[src/rtl/lc4_pkg.sv]
// shared widths, encodings and enums for the LC4 pipeline
// compile first; other files refer to it with lc4_pkg:: names
package lc4_pkg;

    localparam int XLEN   = 16;
    localparam int RSEL_W = 3;

    typedef logic [XLEN-1:0]   word_t;   // data, pc and instruction
    typedef logic [RSEL_W-1:0] rsel_t;
    typedef logic [2:0]        nzp_t;    // {n, z, p}

    // insn[15:12]
    typedef enum logic [3:0] {
        OP_BR    = 4'h0,
        OP_ARITH = 4'h1,
        OP_LOGIC = 4'h5,
        OP_LDR   = 4'h6,
        OP_STR   = 4'h7,
        OP_CONST = 4'h9
    } opcode_e;

    typedef enum logic [2:0] {
        ALU_ADD,
        ALU_SUB,
        ALU_AND,
        ALU_OR,
        ALU_XOR,
        ALU_CONST,   // sext imm9
        ALU_BRTGT    // pc + 1 + sext imm9
    } alu_op_e;

    // code carried with each slot down to the trace port
    typedef enum logic [1:0] {
        STALL_NONE   = 2'd0,
        STALL_BRANCH = 2'd2,
        STALL_LOAD   = 2'd3
    } stall_e;

    // operand source for the execute and store-data muxes
    typedef enum logic [1:0] {
        BYP_NONE,
        BYP_M,
        BYP_W
    } byp_e;

    localparam word_t DEFAULT_RESET_PC = 16'h8200;

endpackage

[src/rtl/lc4_decoder.sv]
// instruction decode for the LC4 subset
// gives register selects, read/write enables, load/store/branch flags and the ALU op
// anything outside the subset comes out with every enable low
`timescale 1ns/1ps

module lc4_decoder (
    input  lc4_pkg::word_t   i_insn,
    output lc4_pkg::rsel_t   o_rs_sel,
    output lc4_pkg::rsel_t   o_rt_sel,
    output lc4_pkg::rsel_t   o_rd_sel,
    output logic             o_rs_re,
    output logic             o_rt_re,
    output logic             o_rd_we,
    output logic             o_nzp_we,
    output logic             o_is_load,
    output logic             o_is_store,
    output logic             o_is_branch,
    output lc4_pkg::alu_op_e o_alu_op
);

    lc4_pkg::opcode_e opcode;
    logic             imm_form;   // insn[5] picks IMM5 for ADDI / ANDI

    assign opcode   = lc4_pkg::opcode_e'(i_insn[15:12]);
    assign imm_form = i_insn[5];

    assign o_rs_sel = i_insn[8:6];
    assign o_rd_sel = i_insn[11:9];
    // STR keeps its data register where other formats keep rd
    assign o_rt_sel = (opcode == lc4_pkg::OP_STR) ? i_insn[11:9] : i_insn[2:0];

    always_comb begin
        o_rs_re     = 1'b0;
        o_rt_re     = 1'b0;
        o_rd_we     = 1'b0;
        o_nzp_we    = 1'b0;
        o_is_load   = 1'b0;
        o_is_store  = 1'b0;
        o_is_branch = 1'b0;
        o_alu_op    = lc4_pkg::ALU_ADD;
        case (opcode)
            lc4_pkg::OP_BR: begin
                o_is_branch = 1'b1;
                o_alu_op    = lc4_pkg::ALU_BRTGT;
            end
            lc4_pkg::OP_ARITH: begin
                // ADD, SUB, ADDI only; MUL and DIV fall out as no-ops
                if (imm_form || i_insn[5:3] == 3'b000 || i_insn[5:3] == 3'b010) begin
                    o_rs_re  = 1'b1;
                    o_rt_re  = !imm_form;
                    o_rd_we  = 1'b1;
                    o_nzp_we = 1'b1;
                    o_alu_op = (i_insn[5:3] == 3'b010) ? lc4_pkg::ALU_SUB : lc4_pkg::ALU_ADD;
                end
            end
            lc4_pkg::OP_LOGIC: begin
                if (i_insn[5:3] != 3'b001) begin   // NOT is outside the subset
                    o_rs_re  = 1'b1;
                    o_rt_re  = !imm_form;
                    o_rd_we  = 1'b1;
                    o_nzp_we = 1'b1;
                    case (i_insn[5:3])
                        3'b010:  o_alu_op = lc4_pkg::ALU_OR;
                        3'b011:  o_alu_op = lc4_pkg::ALU_XOR;
                        default: o_alu_op = lc4_pkg::ALU_AND;
                    endcase
                end
            end
            lc4_pkg::OP_LDR: begin
                o_rs_re   = 1'b1;
                o_rd_we   = 1'b1;
                o_nzp_we  = 1'b1;
                o_is_load = 1'b1;
            end
            lc4_pkg::OP_STR: begin
                o_rs_re    = 1'b1;
                o_rt_re    = 1'b1;
                o_is_store = 1'b1;
            end
            lc4_pkg::OP_CONST: begin
                o_rd_we  = 1'b1;
                o_nzp_we = 1'b1;
                o_alu_op = lc4_pkg::ALU_CONST;
            end
            default: ;
        endcase
    end

endmodule

[src/rtl/lc4_alu.sv]
// execute-stage ALU
// second operand is rt, IMM5 (ADDI/ANDI) or IMM6 (LDR/STR address)
// also forms CONST values and branch targets from the execute pc
`timescale 1ns/1ps

module lc4_alu (
    input  logic             gwe,
    input  logic             i_arst_n,
    input  lc4_pkg::alu_op_e i_alu_op,
    input  lc4_pkg::word_t   i_insn,
    input  lc4_pkg::word_t   i_pc,
    input  lc4_pkg::word_t   i_rs_data,
    input  lc4_pkg::word_t   i_rt_data,
    output lc4_pkg::word_t   o_result
);

    lc4_pkg::word_t imm5, imm6, imm9;
    lc4_pkg::word_t opnd_b;
    logic           mem_form;

    assign imm5 = {{11{i_insn[4]}}, i_insn[4:0]};
    assign imm6 = {{10{i_insn[5]}}, i_insn[5:0]};
    assign imm9 = {{7{i_insn[8]}}, i_insn[8:0]};

    assign mem_form = (i_insn[15:12] == lc4_pkg::OP_LDR) || (i_insn[15:12] == lc4_pkg::OP_STR);
    assign opnd_b   = mem_form  ? imm6 :
                      i_insn[5] ? imm5 :   // immediate form of ADD / AND
                      i_rt_data;

    always_comb begin
        case (i_alu_op)
            lc4_pkg::ALU_SUB:   o_result = i_rs_data - opnd_b;
            lc4_pkg::ALU_AND:   o_result = i_rs_data & opnd_b;
            lc4_pkg::ALU_OR:    o_result = i_rs_data | opnd_b;
            lc4_pkg::ALU_XOR:   o_result = i_rs_data ^ opnd_b;
            lc4_pkg::ALU_CONST: o_result = imm9;
            lc4_pkg::ALU_BRTGT: o_result = i_pc + 16'd1 + imm9;
            default:            o_result = i_rs_data + opnd_b;   // add, addi, address
        endcase
    end

    // the X stage always holds a decoded op once reset has flushed the pipe
    a_op_known: assert property (@(posedge gwe) disable iff (!i_arst_n)
        !$isunknown(i_alu_op));

endmodule

[src/rtl/lc4_regfile.sv]
// eight 16-bit registers, two read ports and one write port
// a read of the register written this cycle returns the new data,
// which gives the writeback-to-decode bypass
`timescale 1ns/1ps

module lc4_regfile (
    input  logic           gwe,
    input  logic           i_arst_n,
    input  lc4_pkg::rsel_t i_rs_sel,
    input  lc4_pkg::rsel_t i_rt_sel,
    input  lc4_pkg::rsel_t i_rd_sel,
    input  logic           i_rd_we,
    input  lc4_pkg::word_t i_rd_data,
    output lc4_pkg::word_t o_rs_data,
    output lc4_pkg::word_t o_rt_data
);

    localparam int NREGS = 2 ** lc4_pkg::RSEL_W;

    lc4_pkg::word_t regs [NREGS];

    always_ff @(posedge gwe or negedge i_arst_n) begin
        if (!i_arst_n) begin
            regs <= '{default: '0};
        end else if (i_rd_we) begin
            regs[i_rd_sel] <= i_rd_data;
        end
    end

    assign o_rs_data = (i_rd_we && i_rd_sel == i_rs_sel) ? i_rd_data : regs[i_rs_sel];
    assign o_rt_data = (i_rd_we && i_rd_sel == i_rt_sel) ? i_rd_data : regs[i_rt_sel];

endmodule

[src/rtl/lc4_hazard_unit.sv]
// load-to-use stall detection and bypass source selection
// execute operands take M first, then W; store data in M takes W
`timescale 1ns/1ps

module lc4_hazard_unit (
    input  logic           gwe,
    input  logic           i_arst_n,
    input  lc4_pkg::rsel_t i_d_rs_sel,
    input  lc4_pkg::rsel_t i_d_rt_sel,
    input  logic           i_d_rs_re,
    input  logic           i_d_rt_re,
    input  logic           i_d_is_store,
    input  logic           i_d_is_branch,
    input  lc4_pkg::rsel_t i_x_rs_sel,
    input  lc4_pkg::rsel_t i_x_rt_sel,
    input  lc4_pkg::rsel_t i_x_rd_sel,
    input  logic           i_x_is_load,
    input  lc4_pkg::rsel_t i_m_rt_sel,
    input  lc4_pkg::rsel_t i_m_rd_sel,
    input  logic           i_m_rd_we,
    input  logic           i_m_is_store,
    input  lc4_pkg::rsel_t i_w_rd_sel,
    input  logic           i_w_rd_we,
    output logic           o_load_stall,
    output lc4_pkg::byp_e  o_byp_x_rs,
    output lc4_pkg::byp_e  o_byp_x_rt,
    output lc4_pkg::byp_e  o_byp_m_st
);

    logic rs_dep, rt_dep;

    function automatic lc4_pkg::byp_e x_src(input lc4_pkg::rsel_t sel);
        if (i_m_rd_we && i_m_rd_sel == sel)
            return lc4_pkg::BYP_M;
        if (i_w_rd_we && i_w_rd_sel == sel)
            return lc4_pkg::BYP_W;
        return lc4_pkg::BYP_NONE;
    endfunction

    assign rs_dep = i_d_rs_re && (i_d_rs_sel == i_x_rd_sel);
    // store data reaches M a cycle later, WM covers it
    assign rt_dep = i_d_rt_re && !i_d_is_store && (i_d_rt_sel == i_x_rd_sel);

    // a branch waits for the load's nzp regardless of registers
    assign o_load_stall = i_x_is_load && (rs_dep || rt_dep || i_d_is_branch);

    always_comb begin
        o_byp_x_rs = x_src(i_x_rs_sel);
        o_byp_x_rt = x_src(i_x_rt_sel);
        o_byp_m_st = lc4_pkg::BYP_NONE;
        if (i_m_is_store && i_w_rd_we && i_w_rd_sel == i_m_rt_sel)
            o_byp_m_st = lc4_pkg::BYP_W;   // WM path
    end

    // the stalled decode slot stays put while a bubble moves into execute
    a_single_bubble: assert property (@(posedge gwe) disable iff (!i_arst_n)
        o_load_stall |=> !i_x_is_load && $stable(i_d_rs_sel) && $stable(i_d_rt_sel));

endmodule

[src/rtl/lc4_pipeline.sv]
// five-stage single-issue LC4 pipeline, top level
// fetch and data memory answer in the same cycle; results retire on the trace ports
// branches resolve in execute and flush the two younger slots
`timescale 1ns/1ps

module lc4_pipeline #(
    parameter lc4_pkg::word_t RESET_PC = lc4_pkg::DEFAULT_RESET_PC
) (
    input  logic             gwe,
    input  logic             i_arst_n,
    input  lc4_pkg::word_t   i_cur_insn,
    input  lc4_pkg::word_t   i_cur_dmem_data,
    output lc4_pkg::word_t   o_cur_pc,
    output lc4_pkg::word_t   o_dmem_addr,
    output lc4_pkg::word_t   o_dmem_towrite,
    output logic             o_dmem_we,
    output lc4_pkg::stall_e  o_trace_stall,
    output lc4_pkg::word_t   o_trace_pc,
    output lc4_pkg::word_t   o_trace_insn,
    output logic             o_trace_rd_we,
    output lc4_pkg::rsel_t   o_trace_rd_sel,
    output lc4_pkg::word_t   o_trace_rd_data,
    output logic             o_trace_nzp_we,
    output lc4_pkg::nzp_t    o_trace_nzp,
    output logic             o_trace_dmem_we,
    output lc4_pkg::word_t   o_trace_dmem_addr,
    output lc4_pkg::word_t   o_trace_dmem_data
);

    lc4_pkg::word_t   pc, d_insn, d_pc;
    lc4_pkg::stall_e  d_stall, x_stall, m_stall, w_stall;
    lc4_pkg::rsel_t   dec_rs_sel, dec_rt_sel, dec_rd_sel;
    logic             dec_rs_re, dec_rt_re, dec_rd_we, dec_nzp_we;
    logic             dec_is_load, dec_is_store, dec_is_branch;
    lc4_pkg::alu_op_e dec_alu_op, x_alu_op;
    lc4_pkg::word_t   rf_rs_data, rf_rt_data;

    lc4_pkg::word_t   x_insn, x_pc, x_rs_data, x_rt_data, x_rs_val, x_rt_val, x_result;
    lc4_pkg::rsel_t   x_rs_sel, x_rt_sel, x_rd_sel;
    logic             x_rd_we, x_nzp_we, x_is_load, x_is_store, x_is_branch;
    logic             x_kill, br_taken;

    lc4_pkg::word_t   m_insn, m_pc, m_result, m_rt_data, m_st_data, m_mem_data;
    lc4_pkg::rsel_t   m_rt_sel, m_rd_sel;
    logic             m_rd_we, m_nzp_we, m_is_load, m_is_store;

    lc4_pkg::word_t   w_insn, w_pc, w_result, w_mem_addr, w_mem_data, wb_data;
    lc4_pkg::rsel_t   w_rd_sel;
    logic             w_rd_we, w_nzp_we, w_is_load, w_is_store;

    lc4_pkg::nzp_t    nzp_reg;
    logic             load_stall;
    lc4_pkg::byp_e    byp_x_rs, byp_x_rt, byp_m_st;

    function automatic lc4_pkg::nzp_t nzp_of(input lc4_pkg::word_t v);
        if (v == '0)
            return 3'b010;
        return v[lc4_pkg::XLEN-1] ? 3'b100 : 3'b001;
    endfunction

    function automatic lc4_pkg::word_t byp_mux(input lc4_pkg::byp_e sel,
                                               input lc4_pkg::word_t from_m,
                                               input lc4_pkg::word_t from_w,
                                               input lc4_pkg::word_t from_reg);
        case (sel)
            lc4_pkg::BYP_M: return from_m;
            lc4_pkg::BYP_W: return from_w;
            default:        return from_reg;
        endcase
    endfunction

    // fetch: hold on a load stall, redirect on a taken branch
    always_ff @(posedge gwe or negedge i_arst_n) begin
        if (!i_arst_n) begin
            pc      <= RESET_PC;
            d_insn  <= '0;
            d_pc    <= '0;
            d_stall <= lc4_pkg::STALL_BRANCH;
        end else if (br_taken) begin
            pc      <= x_result;
            d_insn  <= '0;                     // fetched slot is squashed
            d_pc    <= '0;
            d_stall <= lc4_pkg::STALL_BRANCH;
        end else if (!load_stall) begin
            pc      <= pc + 16'd1;
            d_insn  <= i_cur_insn;
            d_pc    <= pc;
            d_stall <= lc4_pkg::STALL_NONE;
        end
    end

    lc4_decoder decoder_i (
        .i_insn(d_insn),
        .o_rs_sel(dec_rs_sel), .o_rt_sel(dec_rt_sel), .o_rd_sel(dec_rd_sel),
        .o_rs_re(dec_rs_re), .o_rt_re(dec_rt_re),
        .o_rd_we(dec_rd_we), .o_nzp_we(dec_nzp_we),
        .o_is_load(dec_is_load), .o_is_store(dec_is_store), .o_is_branch(dec_is_branch),
        .o_alu_op(dec_alu_op)
    );

    lc4_regfile regfile_i (
        .gwe(gwe), .i_arst_n(i_arst_n),
        .i_rs_sel(dec_rs_sel), .i_rt_sel(dec_rt_sel),
        .i_rd_sel(w_rd_sel), .i_rd_we(w_rd_we), .i_rd_data(wb_data),
        .o_rs_data(rf_rs_data), .o_rt_data(rf_rt_data)
    );

    lc4_hazard_unit hazard_i (
        .gwe(gwe), .i_arst_n(i_arst_n),
        .i_d_rs_sel(dec_rs_sel), .i_d_rt_sel(dec_rt_sel),
        .i_d_rs_re(dec_rs_re), .i_d_rt_re(dec_rt_re),
        .i_d_is_store(dec_is_store), .i_d_is_branch(dec_is_branch),
        .i_x_rs_sel(x_rs_sel), .i_x_rt_sel(x_rt_sel), .i_x_rd_sel(x_rd_sel),
        .i_x_is_load(x_is_load),
        .i_m_rt_sel(m_rt_sel), .i_m_rd_sel(m_rd_sel),
        .i_m_rd_we(m_rd_we), .i_m_is_store(m_is_store),
        .i_w_rd_sel(w_rd_sel), .i_w_rd_we(w_rd_we),
        .o_load_stall(load_stall),
        .o_byp_x_rs(byp_x_rs), .o_byp_x_rt(byp_x_rt), .o_byp_m_st(byp_m_st)
    );

    // D -> X, a bubble goes in on a flush or a load stall
    assign x_kill = br_taken || load_stall;

    always_ff @(posedge gwe or negedge i_arst_n) begin
        if (!i_arst_n) begin
            x_insn      <= '0;
            x_pc        <= '0;
            x_stall     <= lc4_pkg::STALL_BRANCH;
            x_rd_we     <= 1'b0;
            x_nzp_we    <= 1'b0;
            x_is_load   <= 1'b0;
            x_is_store  <= 1'b0;
            x_is_branch <= 1'b0;
        end else begin
            x_insn      <= x_kill ? '0 : d_insn;
            x_pc        <= x_kill ? '0 : d_pc;
            x_stall     <= br_taken   ? lc4_pkg::STALL_BRANCH :
                           load_stall ? lc4_pkg::STALL_LOAD : d_stall;
            x_rd_we     <= dec_rd_we && !x_kill;
            x_nzp_we    <= dec_nzp_we && !x_kill;
            x_is_load   <= dec_is_load && !x_kill;
            x_is_store  <= dec_is_store && !x_kill;
            x_is_branch <= dec_is_branch && !x_kill;
        end
    end

    always_ff @(posedge gwe) begin
        x_rs_sel  <= dec_rs_sel;
        x_rt_sel  <= dec_rt_sel;
        x_rd_sel  <= dec_rd_sel;
        x_alu_op  <= dec_alu_op;
        x_rs_data <= rf_rs_data;
        x_rt_data <= rf_rt_data;
    end

    assign x_rs_val = byp_mux(byp_x_rs, m_result, wb_data, x_rs_data);   // MX / WX
    assign x_rt_val = byp_mux(byp_x_rt, m_result, wb_data, x_rt_data);

    lc4_alu alu_i (
        .gwe(gwe), .i_arst_n(i_arst_n),
        .i_alu_op(x_alu_op), .i_insn(x_insn), .i_pc(x_pc),
        .i_rs_data(x_rs_val), .i_rt_data(x_rt_val),
        .o_result(x_result)
    );

    assign br_taken = x_is_branch && |(nzp_reg & x_insn[11:9]);

    // younger writer in X wins over a load finishing in M
    always_ff @(posedge gwe or negedge i_arst_n) begin
        if (!i_arst_n)
            nzp_reg <= '0;
        else if (x_nzp_we && !x_is_load)
            nzp_reg <= nzp_of(x_result);
        else if (m_is_load)
            nzp_reg <= nzp_of(i_cur_dmem_data);
    end

    // X -> M
    always_ff @(posedge gwe or negedge i_arst_n) begin
        if (!i_arst_n) begin
            m_insn     <= '0;
            m_pc       <= '0;
            m_stall    <= lc4_pkg::STALL_BRANCH;
            m_rd_we    <= 1'b0;
            m_nzp_we   <= 1'b0;
            m_is_load  <= 1'b0;
            m_is_store <= 1'b0;
        end else begin
            m_insn     <= x_insn;
            m_pc       <= x_pc;
            m_stall    <= x_stall;
            m_rd_we    <= x_rd_we;
            m_nzp_we   <= x_nzp_we;
            m_is_load  <= x_is_load;
            m_is_store <= x_is_store;
        end
    end

    always_ff @(posedge gwe) begin
        m_rt_sel  <= x_rt_sel;
        m_rd_sel  <= x_rd_sel;
        m_result  <= x_result;
        m_rt_data <= x_rt_val;
    end

    assign m_st_data      = byp_mux(byp_m_st, m_result, wb_data, m_rt_data);   // WM
    assign o_dmem_addr    = (m_is_load || m_is_store) ? m_result : '0;
    assign o_dmem_we      = m_is_store;
    assign o_dmem_towrite = m_st_data;
    assign m_mem_data     = m_is_load  ? i_cur_dmem_data :
                            m_is_store ? m_st_data : '0;

    // M -> W
    always_ff @(posedge gwe or negedge i_arst_n) begin
        if (!i_arst_n) begin
            w_insn     <= '0;
            w_pc       <= '0;
            w_stall    <= lc4_pkg::STALL_BRANCH;
            w_rd_we    <= 1'b0;
            w_nzp_we   <= 1'b0;
            w_is_load  <= 1'b0;
            w_is_store <= 1'b0;
        end else begin
            w_insn     <= m_insn;
            w_pc       <= m_pc;
            w_stall    <= m_stall;
            w_rd_we    <= m_rd_we;
            w_nzp_we   <= m_nzp_we;
            w_is_load  <= m_is_load;
            w_is_store <= m_is_store;
        end
    end

    always_ff @(posedge gwe) begin
        w_rd_sel   <= m_rd_sel;
        w_result   <= m_result;
        w_mem_addr <= o_dmem_addr;
        w_mem_data <= m_mem_data;
    end

    assign wb_data = w_is_load ? w_mem_data : w_result;

    assign o_cur_pc          = pc;
    assign o_trace_stall     = w_stall;
    assign o_trace_pc        = w_pc;
    assign o_trace_insn      = w_insn;
    assign o_trace_rd_we     = w_rd_we;
    assign o_trace_rd_sel    = w_rd_sel;
    assign o_trace_rd_data   = wb_data;
    assign o_trace_nzp_we    = w_nzp_we;
    assign o_trace_nzp       = nzp_of(wb_data);
    assign o_trace_dmem_we   = w_is_store;
    assign o_trace_dmem_addr = w_mem_addr;
    assign o_trace_dmem_data = w_mem_data;

    // data memory is written only by a STR sitting in M
    a_dmem_we_store: assert property (@(posedge gwe) disable iff (!i_arst_n)
        o_dmem_we |-> m_insn[15:12] == lc4_pkg::OP_STR);

endmodule

[config.mk]
export PLATFORM = sky130hd
export DESIGN_NAME = lc4_pipeline
export DESIGN_NICKNAME = d
export VERILOG_FILES = /design/src/rtl/lc4_pkg.sv /design/src/rtl/lc4_decoder.sv /design/src/rtl/lc4_alu.sv /design/src/rtl/lc4_regfile.sv /design/src/rtl/lc4_hazard_unit.sv /design/src/rtl/lc4_pipeline.sv
export SDC_FILE = /design/constraint.sdc
export NUM_CORES = 1
export LEC_CHECK = 0
export ABC_AREA = 1
export BUFFER_PORTS_ARGS = -buffer_cell sky130_fd_sc_hd__buf_2
export CORE_MARGIN = 5
export CORE_UTILIZATION = 55
export DETAILED_ROUTE_END_ITERATION = 8
export GPL_ROUTABILITY_DRIVEN = 0
export GPL_TIMING_DRIVEN = 1
export PLACE_DENSITY = 0.77
export SLEW_MARGIN = 20
export SYNTH_ARGS = -nofsm -noshare
export SYNTH_HDL_FRONTEND = slang
export SYNTH_HIERARCHICAL = 1
export SYNTH_SLANG_ARGS = --single-unit
[constraint.sdc]
create_clock -name gwe -period 4.4 [get_ports gwe]
set_input_delay 0.66 -clock gwe [delete_from_list [all_inputs] [get_ports gwe]]
set_output_delay 0.66 -clock gwe [all_outputs]
set_load 0.01 [all_outputs]
[Yosys cells after proc, flatten, opt, wreduce, memory -nomap -nowiden]
Index checks and enable logic that the tools add are counted.
Storage, ports and cells
  register bits after elaboration: 426
  input port bits: 34
  output and inout port bits: 140
Cells by class
  add/sub/neg operators: 5
  order comparisons: 4
  eq/ne operators: 32
  mux-type cells: 81
  bitwise operators: 7
  reduce and logical (&&, ||, !) cells: 39
Operator list (number)
  $mux W16: 21
  $bwmux W128: 1
  $bmux W16 S3: 2
  $pmux W16 S2: 3
  $pmux W16 S6: 1
  $demux W16 S3: 1
  $logic_not A16 Y1: 3
  $mux W3: 14
  $add A16 B1 Y16 const B: 2
  $add A16 B16 Y16: 2
  $eq A3 B3 Y1: 9
  $mux W2: 13
  $eq A4 B3 Y1 const B: 5
  $mux W1: 20
  $logic_and A1 B1 Y1: 19
  $and A16 B16 Y16: 1
  $or A16 B16 Y16: 1
  $sub A16 B16 Y16: 1
  $xor A16 B16 Y16: 1
  $eq A3 B2 Y1 const B: 4
  $ge A4 B4 Y1 const B: 3
  $not A3 Y4: 3
  $pmux W3 S4: 1
  $eq A3 B3 Y1 const B: 3
  other kinds (18): 34

[Longest topological paths before layout]
  depth after elaboration: 17
  gate-level depth with buffers: 41
  depth with buffers taken out: 39

[Hierarchy]
Netlist, hierarchy kept.
By module, submodules not included
  lc4_pipeline: instances 1, cells an instance 1045, area each 10407.5 um^2, sequential area each 6849.1 um^2
  lc4_regfile: instances 1, cells an instance 1198, area each 7756.2 um^2, sequential area each 3203.1 um^2
  lc4_alu: instances 1, cells an instance 562, area each 3248.1 um^2, sequential area each 0.0 um^2
  lc4_hazard_unit: instances 1, cells an instance 77, area each 391.6 um^2, sequential area each 0.0 um^2
  lc4_decoder: instances 1, cells an instance 52, area each 244.0 um^2, sequential area each 0.0 um^2

[Least setup slack after synthesis]
OpenSTA, ideal clock, no wires.
  path kind: reg2reg
  start point: register w_rd_sel[1] (netlist: o_trace_rd_sel[1])
  end point: register nzp_reg[0]
  setup time: 0.116 ns
  arrival time: 4.323 ns
  required time: 4.284 ns
  slack: -0.039 ns
  stages on the path, launching flop included: 40
  clock period less this slack: 4.439 ns
  path through: dfxtp_1 o21ai_1 a21oi_1 nand3_1 nor2_1 inv_1 ha_1 clkbuf_1 clkbuf_1 a22oi_1 o21ai_1 nand2_1 nand2_1 nand2_1 nand2_2 inv_2 nand2_2 nor2_4 [... 4 more ...] xor2_1 ha_1 a21oi_1 o21ai_0 nand2_1 nand3_1 a21oi_1 nand3_1 nand3_1 nand2_1 nor2_1 nand2_1 nor2_1 nand2_1 nand2_1 nand2_1 nand2_1 nand2_1
Between the ends
  word-level cells in the longest chain between the ends: 17
  elaborated cells between the ends (all ways): 34
  classes of those cells: add/sub (2); eq/ne (6); mux (20); bitwise (3); reduce/logical (3)
Ends and longest elaborated chain
  from (decl): RTL line lc4_pipeline.sv:48  | lc4_pkg::rsel_t w_rd_sel;
  from (signal assigned): RTL line lc4_pipeline.sv:236  | w_rd_sel <= m_rd_sel;
  $eq A3 B3 Y1 *: RTL line lc4_hazard_unit.sv:35  | if (i_w_rd_we && i_w_rd_sel == sel)
  $logic_and A1 B1 Y1 *: RTL line lc4_hazard_unit.sv:35
  $mux W1 (2 in a row): RTL line lc4_hazard_unit.sv:35
  $mux W2 *: RTL line lc4_hazard_unit.sv:37  | return lc4_pkg::BYP_NONE;
  $mux W2 *: RTL line lc4_hazard_unit.sv:35
  named net byp_x_rt[1]: RTL line lc4_pipeline.sv:53  | lc4_pkg::byp_e byp_x_rs, byp_x_rt, byp_m_st;
  $eq A2 B2 Y1 or $eq A2 B1 Y1 (tied branches): RTL line lc4_pipeline.sv:65  | case (sel)
  $pmux W16 S2 *: RTL line lc4_pipeline.sv:65
  named net x_rt_val[1]: RTL line lc4_pipeline.sv:38  | lc4_pkg::word_t x_insn, x_pc, x_rs_data, x_rt_data, x_rs_val, x_rt_val, x_result;
  [... 2 more ...]
  $add A16 B16 Y16 or $sub A16 B16 Y16 (tied branches): RTL line lc4_alu.sv:38, lc4_alu.sv:32
  $pmux W16 S6 *: RTL line lc4_alu.sv:31  | case (i_alu_op)
  named net x_result[15]: RTL line lc4_pipeline.sv:38
  $logic_not A16 Y1: RTL line lc4_pipeline.sv:56  | if (v == '0)
  $mux W1: RTL line lc4_pipeline.sv:56
  $mux W1: RTL line lc4_pipeline.sv:173  | else if (x_nzp_we && !x_is_load)
  $mux W3 *: RTL line lc4_pipeline.sv:58  | return v[lc4_pkg::XLEN-1] ? 3'b100 : 3'b001;
  $mux W3 *: RTL line lc4_pipeline.sv:173
  to (signal assigned): RTL line lc4_pipeline.sv:174  | nzp_reg <= nzp_of(x_result);
  to (signal assigned): RTL line lc4_pipeline.sv:176  | nzp_reg <= nzp_of(i_cur_dmem_data);
  to (decl): RTL line lc4_pipeline.sv:51  | lc4_pkg::nzp_t nzp_reg;
The timed path passes the listed nets; every way through them passes the cells marked *. The select of a mux whose other input is x is not followed.
A chain may end at the register's enable or synchronous reset.

[Final worst setup path]
  start point: register x_rt_sel[1]
  end point: register nzp_reg[0]
Between the ends
  word-level cells in the longest chain between the ends: 17
  elaborated cells between the ends (all ways): 27
  classes of those cells: add/sub (2); eq/ne (4); mux (15); bitwise (3); reduce/logical (3)
Ends and longest elaborated chain
  from (decl): RTL line lc4_pipeline.sv:39  | lc4_pkg::rsel_t x_rs_sel, x_rt_sel, x_rd_sel;
  from (signal assigned): RTL line lc4_pipeline.sv:150  | x_rt_sel <= dec_rt_sel;
  $eq A3 B3 Y1: RTL line lc4_hazard_unit.sv:35
  $logic_and A1 B1 Y1: RTL line lc4_hazard_unit.sv:35
  $mux W1 (2 in a row): RTL line lc4_hazard_unit.sv:35
  $mux W2: RTL line lc4_hazard_unit.sv:37
  $mux W2 *: RTL line lc4_hazard_unit.sv:35
  named net byp_x_rt[0]: RTL line lc4_pipeline.sv:53
  $eq A2 B2 Y1 or $eq A2 B1 Y1 (tied branches): RTL line lc4_pipeline.sv:65
  $pmux W16 S2 *: RTL line lc4_pipeline.sv:65
  named net x_rt_val[6]: RTL line lc4_pipeline.sv:38
  [... 2 more ...]
  $add A16 B16 Y16 or $sub A16 B16 Y16 (tied branches): RTL line lc4_alu.sv:38, lc4_alu.sv:32
  $pmux W16 S6 *: RTL line lc4_alu.sv:31
  named net x_result[13]: RTL line lc4_pipeline.sv:38
  $logic_not A16 Y1 *: RTL line lc4_pipeline.sv:56
  $mux W1 *: RTL line lc4_pipeline.sv:56
  $mux W1 *: RTL line lc4_pipeline.sv:173
  $mux W3 *: RTL line lc4_pipeline.sv:58
  $mux W3 *: RTL line lc4_pipeline.sv:173
Marked as above.

==> qor.csv <==
metric,value,unit
outcome,"finished, violations left",
failing checks,negative setup slack,
row cnt,73,
Pins Over Slew Limit,0,
most used routing layer,met2,
number of iterations in the first detailed-routing pass,7,
Reg2Reg Capture Point,nzp_reg[0],
Worst path max stage delay,360,ps
vias per cell,5.67,
mean cell area of the mapped netlist,7.51,um^2
Reg2Reg Depth,35,
max-cap violations,0,
chip width,210,um
met1 GRT Util,0.422,
CTS Root Cell,clkbuf_16,
Setup crit start kind,flop,
post-synth top area share,0.328,
GR Layer Usage met3,0.0701,
Final WS setup,-210,ps
Top reg by flops,regfile_i/regs,
first-pass GRT wire length,109,mm
Synth Register Bits,428,
DP Area,23600,um^2
Crit. Startpoint,x_rt_sel[1],
PD cells,660,nW/um^2
Post-Syn Area,22000,um^2
final-report hold violation count,0,
Slew @ Worst Pin,991,ps
n_diodes,0,
cell mode on critical path,nand2_1,
Crit-path slowest cell,dfxtp_2,
via count,21000,
drt initial violations,2475,
HPWL after DPL,46.5,mm
CTS max path bufs,3,
critical path peak fanout,6,
CTS clock-pin slew for the worst setup and hold paths,70,ps
Crit Path Category,reg2reg,
Setup Skew,34.3,ps
top post-synthesis cells by area,"dfrtp_1 (33%), nand2_1 (16%), dfxtp_1 (12%)",
hold_sp,i_cur_insn[15],
P&R area growth vs syn,17.3,%
final WL,69.7,mm
unrepaired setup endpoints after global routing,true,
Simple-Gate Fraction of Synth Area,0.280,
Worst setup endpoint,nzp_reg[0],
largest family of logic cells by synthesized area,simple AND/OR/NAND/NOR gates,
port buffer count,173,
number of remaining DRC errors,0,
Adder-Cell Fraction of Synth Area,0.0404,
largest net degree at the start of global routing,136,
Ports,174,
Initial Util,0.555,
filler instances,3144,
post-synthesis xor/xnor area fraction,0.0151,
CTS buffer count,45,
Clock Latency Late Sink,600,ps
met2 Use GR,0.465,
hold crit path type,in2reg,
max FFs per register,128,
min Tclk post-route,4610,ps
CP required,4880,ps
NumNets Final,3240,
fraction of registers with async set/reset,0.689,
Synth Net Count,3038,
vias in the first global route,20100,
Synth area leader,dfrtp_1,
post-synthesis compound-gate area fraction,0.107,
H-tree depth,2,
GR Overflow Total,0,
final period utilization,1.05,
Yosys cell types,57,
CTS tree,done,
sequential cell area fraction in the yosys report,0.456,
Most used DFF post-synth,dfrtp_1,
"EDFF count, synth",0,
Crit Reg-Reg Startpoint,x_rt_sel[1],
core area,39700,um^2
leak pwr,13.4,nW
post-synthesis mux area share,0,
Worst EP arrival,5090,ps
DIE AREA,44200,um^2
Total GRT Usage,0.305,
slew margin rel.,0.337,
Mapped Cells,2934,
r2r setup slk,-210,ps
Min Hold Slack,291,ps
clk sink count,428,
"antenna viol nets, final",0,
Die H,210,um
final setup violation count,5,
peak supply drop,0.420,mV
DR WL/cell,18.8,um
f_max,217,MHz
YS warnings,6,
post-route cell area,25900,um^2
share of layout cells above drive strength 1,0.174,
Worst Setup End Kind,flop,
initial antenna violation count,1,
-- metrics by stage --
stage          setup TNS, ps  setup WS (ps)  power, mW  utilization  instances
3_3_place_gp            -172           -103       12.1        0.595       3590
2_1_floorplan              0           18.4       9.77            -       2934
6_report                -616           -210       17.1        0.651       3697
4_1_cts                    0           5.10       16.5        0.636       3673
5_1_grt                -2430           -457       18.1        0.651       3697
3_5_place_dp            -438           -231       12.3        0.595       3590
-- Yosys cell counts, types with 11 or more instances --
master    number
a21oi_1       58
a22oi_1       34
a22oi_2       15
buf_2         56
buf_4         13
clkbuf_1      54
dfrtp_1      289
dfxtp_1      133
ha_1          68
inv_1        379
inv_2         15
nand2_1      952
nand2_2       14
nand2_4       11
nand3_1      293
nor2_1       149
nor3_1        12
o21ai_0      186
o21ai_1       38
o22ai_1       13
xor2_1        29
-- critical path, delay by kind of cell (launching register included) --
family                     cells  cell delay, ps
xor gates and xnor gates       2             340
DFF                            1             360
and+or+nand+nor               24            2270
buffers and inverters          3             320
adders and majority gates      2             600
AOI/OAI and AO/OA              4             600
-- layout make-up --
type                    instances  area [um^2]  share of cell area
multi-input cells            1969        10100               0.391
flip-flops and latches        428        10100               0.389
clock buffers                  66         1360              0.0526
well taps                     525          657              0.0254
repair buffers                291         1900              0.0734
clock inverters                17          224             0.00866
inverters                     401         1530              0.0593
-- repair_timing --
item	in CTS	in global routing
pin swaps	4	45
resized for setup	12	106
gates cloned	0	1
setup buffers	0	21
hold endpoints to repair	0	29
hold buffers	0	1
setup endpoints to repair	5	19
-- kinds of logic (layout without fill, tap and decap cells) --
kind of cell	after synthesis	in the layout
simple gates	1469	1469
buf+inv	537	775
flops	428	428
compound gates	391	391
fa+ha+maj	70	70
xor+xnor	38	38
other cells	1	1
-- how the worst min path moves through the flow --
stage | end | slack (ps) | cells past startpoint
after floorplan | m_insn[12] | 330 | 0
after global placement | o_dmem_we | 330 | 0
after detailed placement | o_trace_pc[0] | 330 | 0
after CTS | d_insn[14] | 240 | 1
after global routing | o_trace_dmem_data[12] | 300 | 3
final | d_insn[15] | 290 | 3
-- power breakdown --
group,internal [mW],switching (mW),total [mW]
sequential,5.18,0.899,6.08
clock,2.40,1.63,4.03
combinational,2.53,4.44,6.97
total,10.1,6.97,17.1
-- layout by cell type, fill, tap and decap left out, types with 8 or more instances in the layout --
cell type,Yosys,final
nor2_2,7,11
nand3_2,3,8
inv_1,379,371
a21oi_2,0,12
nand4_1,9,9
a22oi_2,15,17
clkbuf_8,0,9
o22ai_1,13,13
buf_4,13,100
nand2_4,11,13
a22oi_1,34,32
a21oi_1,58,46
xnor2_1,9,8
dfxtp_1,133,128
inv_2,15,22
o21ai_1,38,33
xor2_1,29,29
o21ai_0,186,178
a211oi_1,8,8
buf_2,56,172
nor3_1,12,10
nand2_1,952,931
clkbuf_16,0,49
o21ai_2,7,20
buf_6,8,10
ha_1,68,65
nand2_2,14,32
nor2_1,149,142
nand3_1,293,286
clkbuf_1,54,9
dfrtp_1,289,287
-- layer usage --
layer | vias to the layer above | share of wire
li1 | 9658 | -
met1 | 9741 | 0.40
met2 | 1307 | 0.44
met3 | 252 | 0.12
met4 | 0 | 0.045
met5 | - | 0
(Power assumes the default switching activity.)
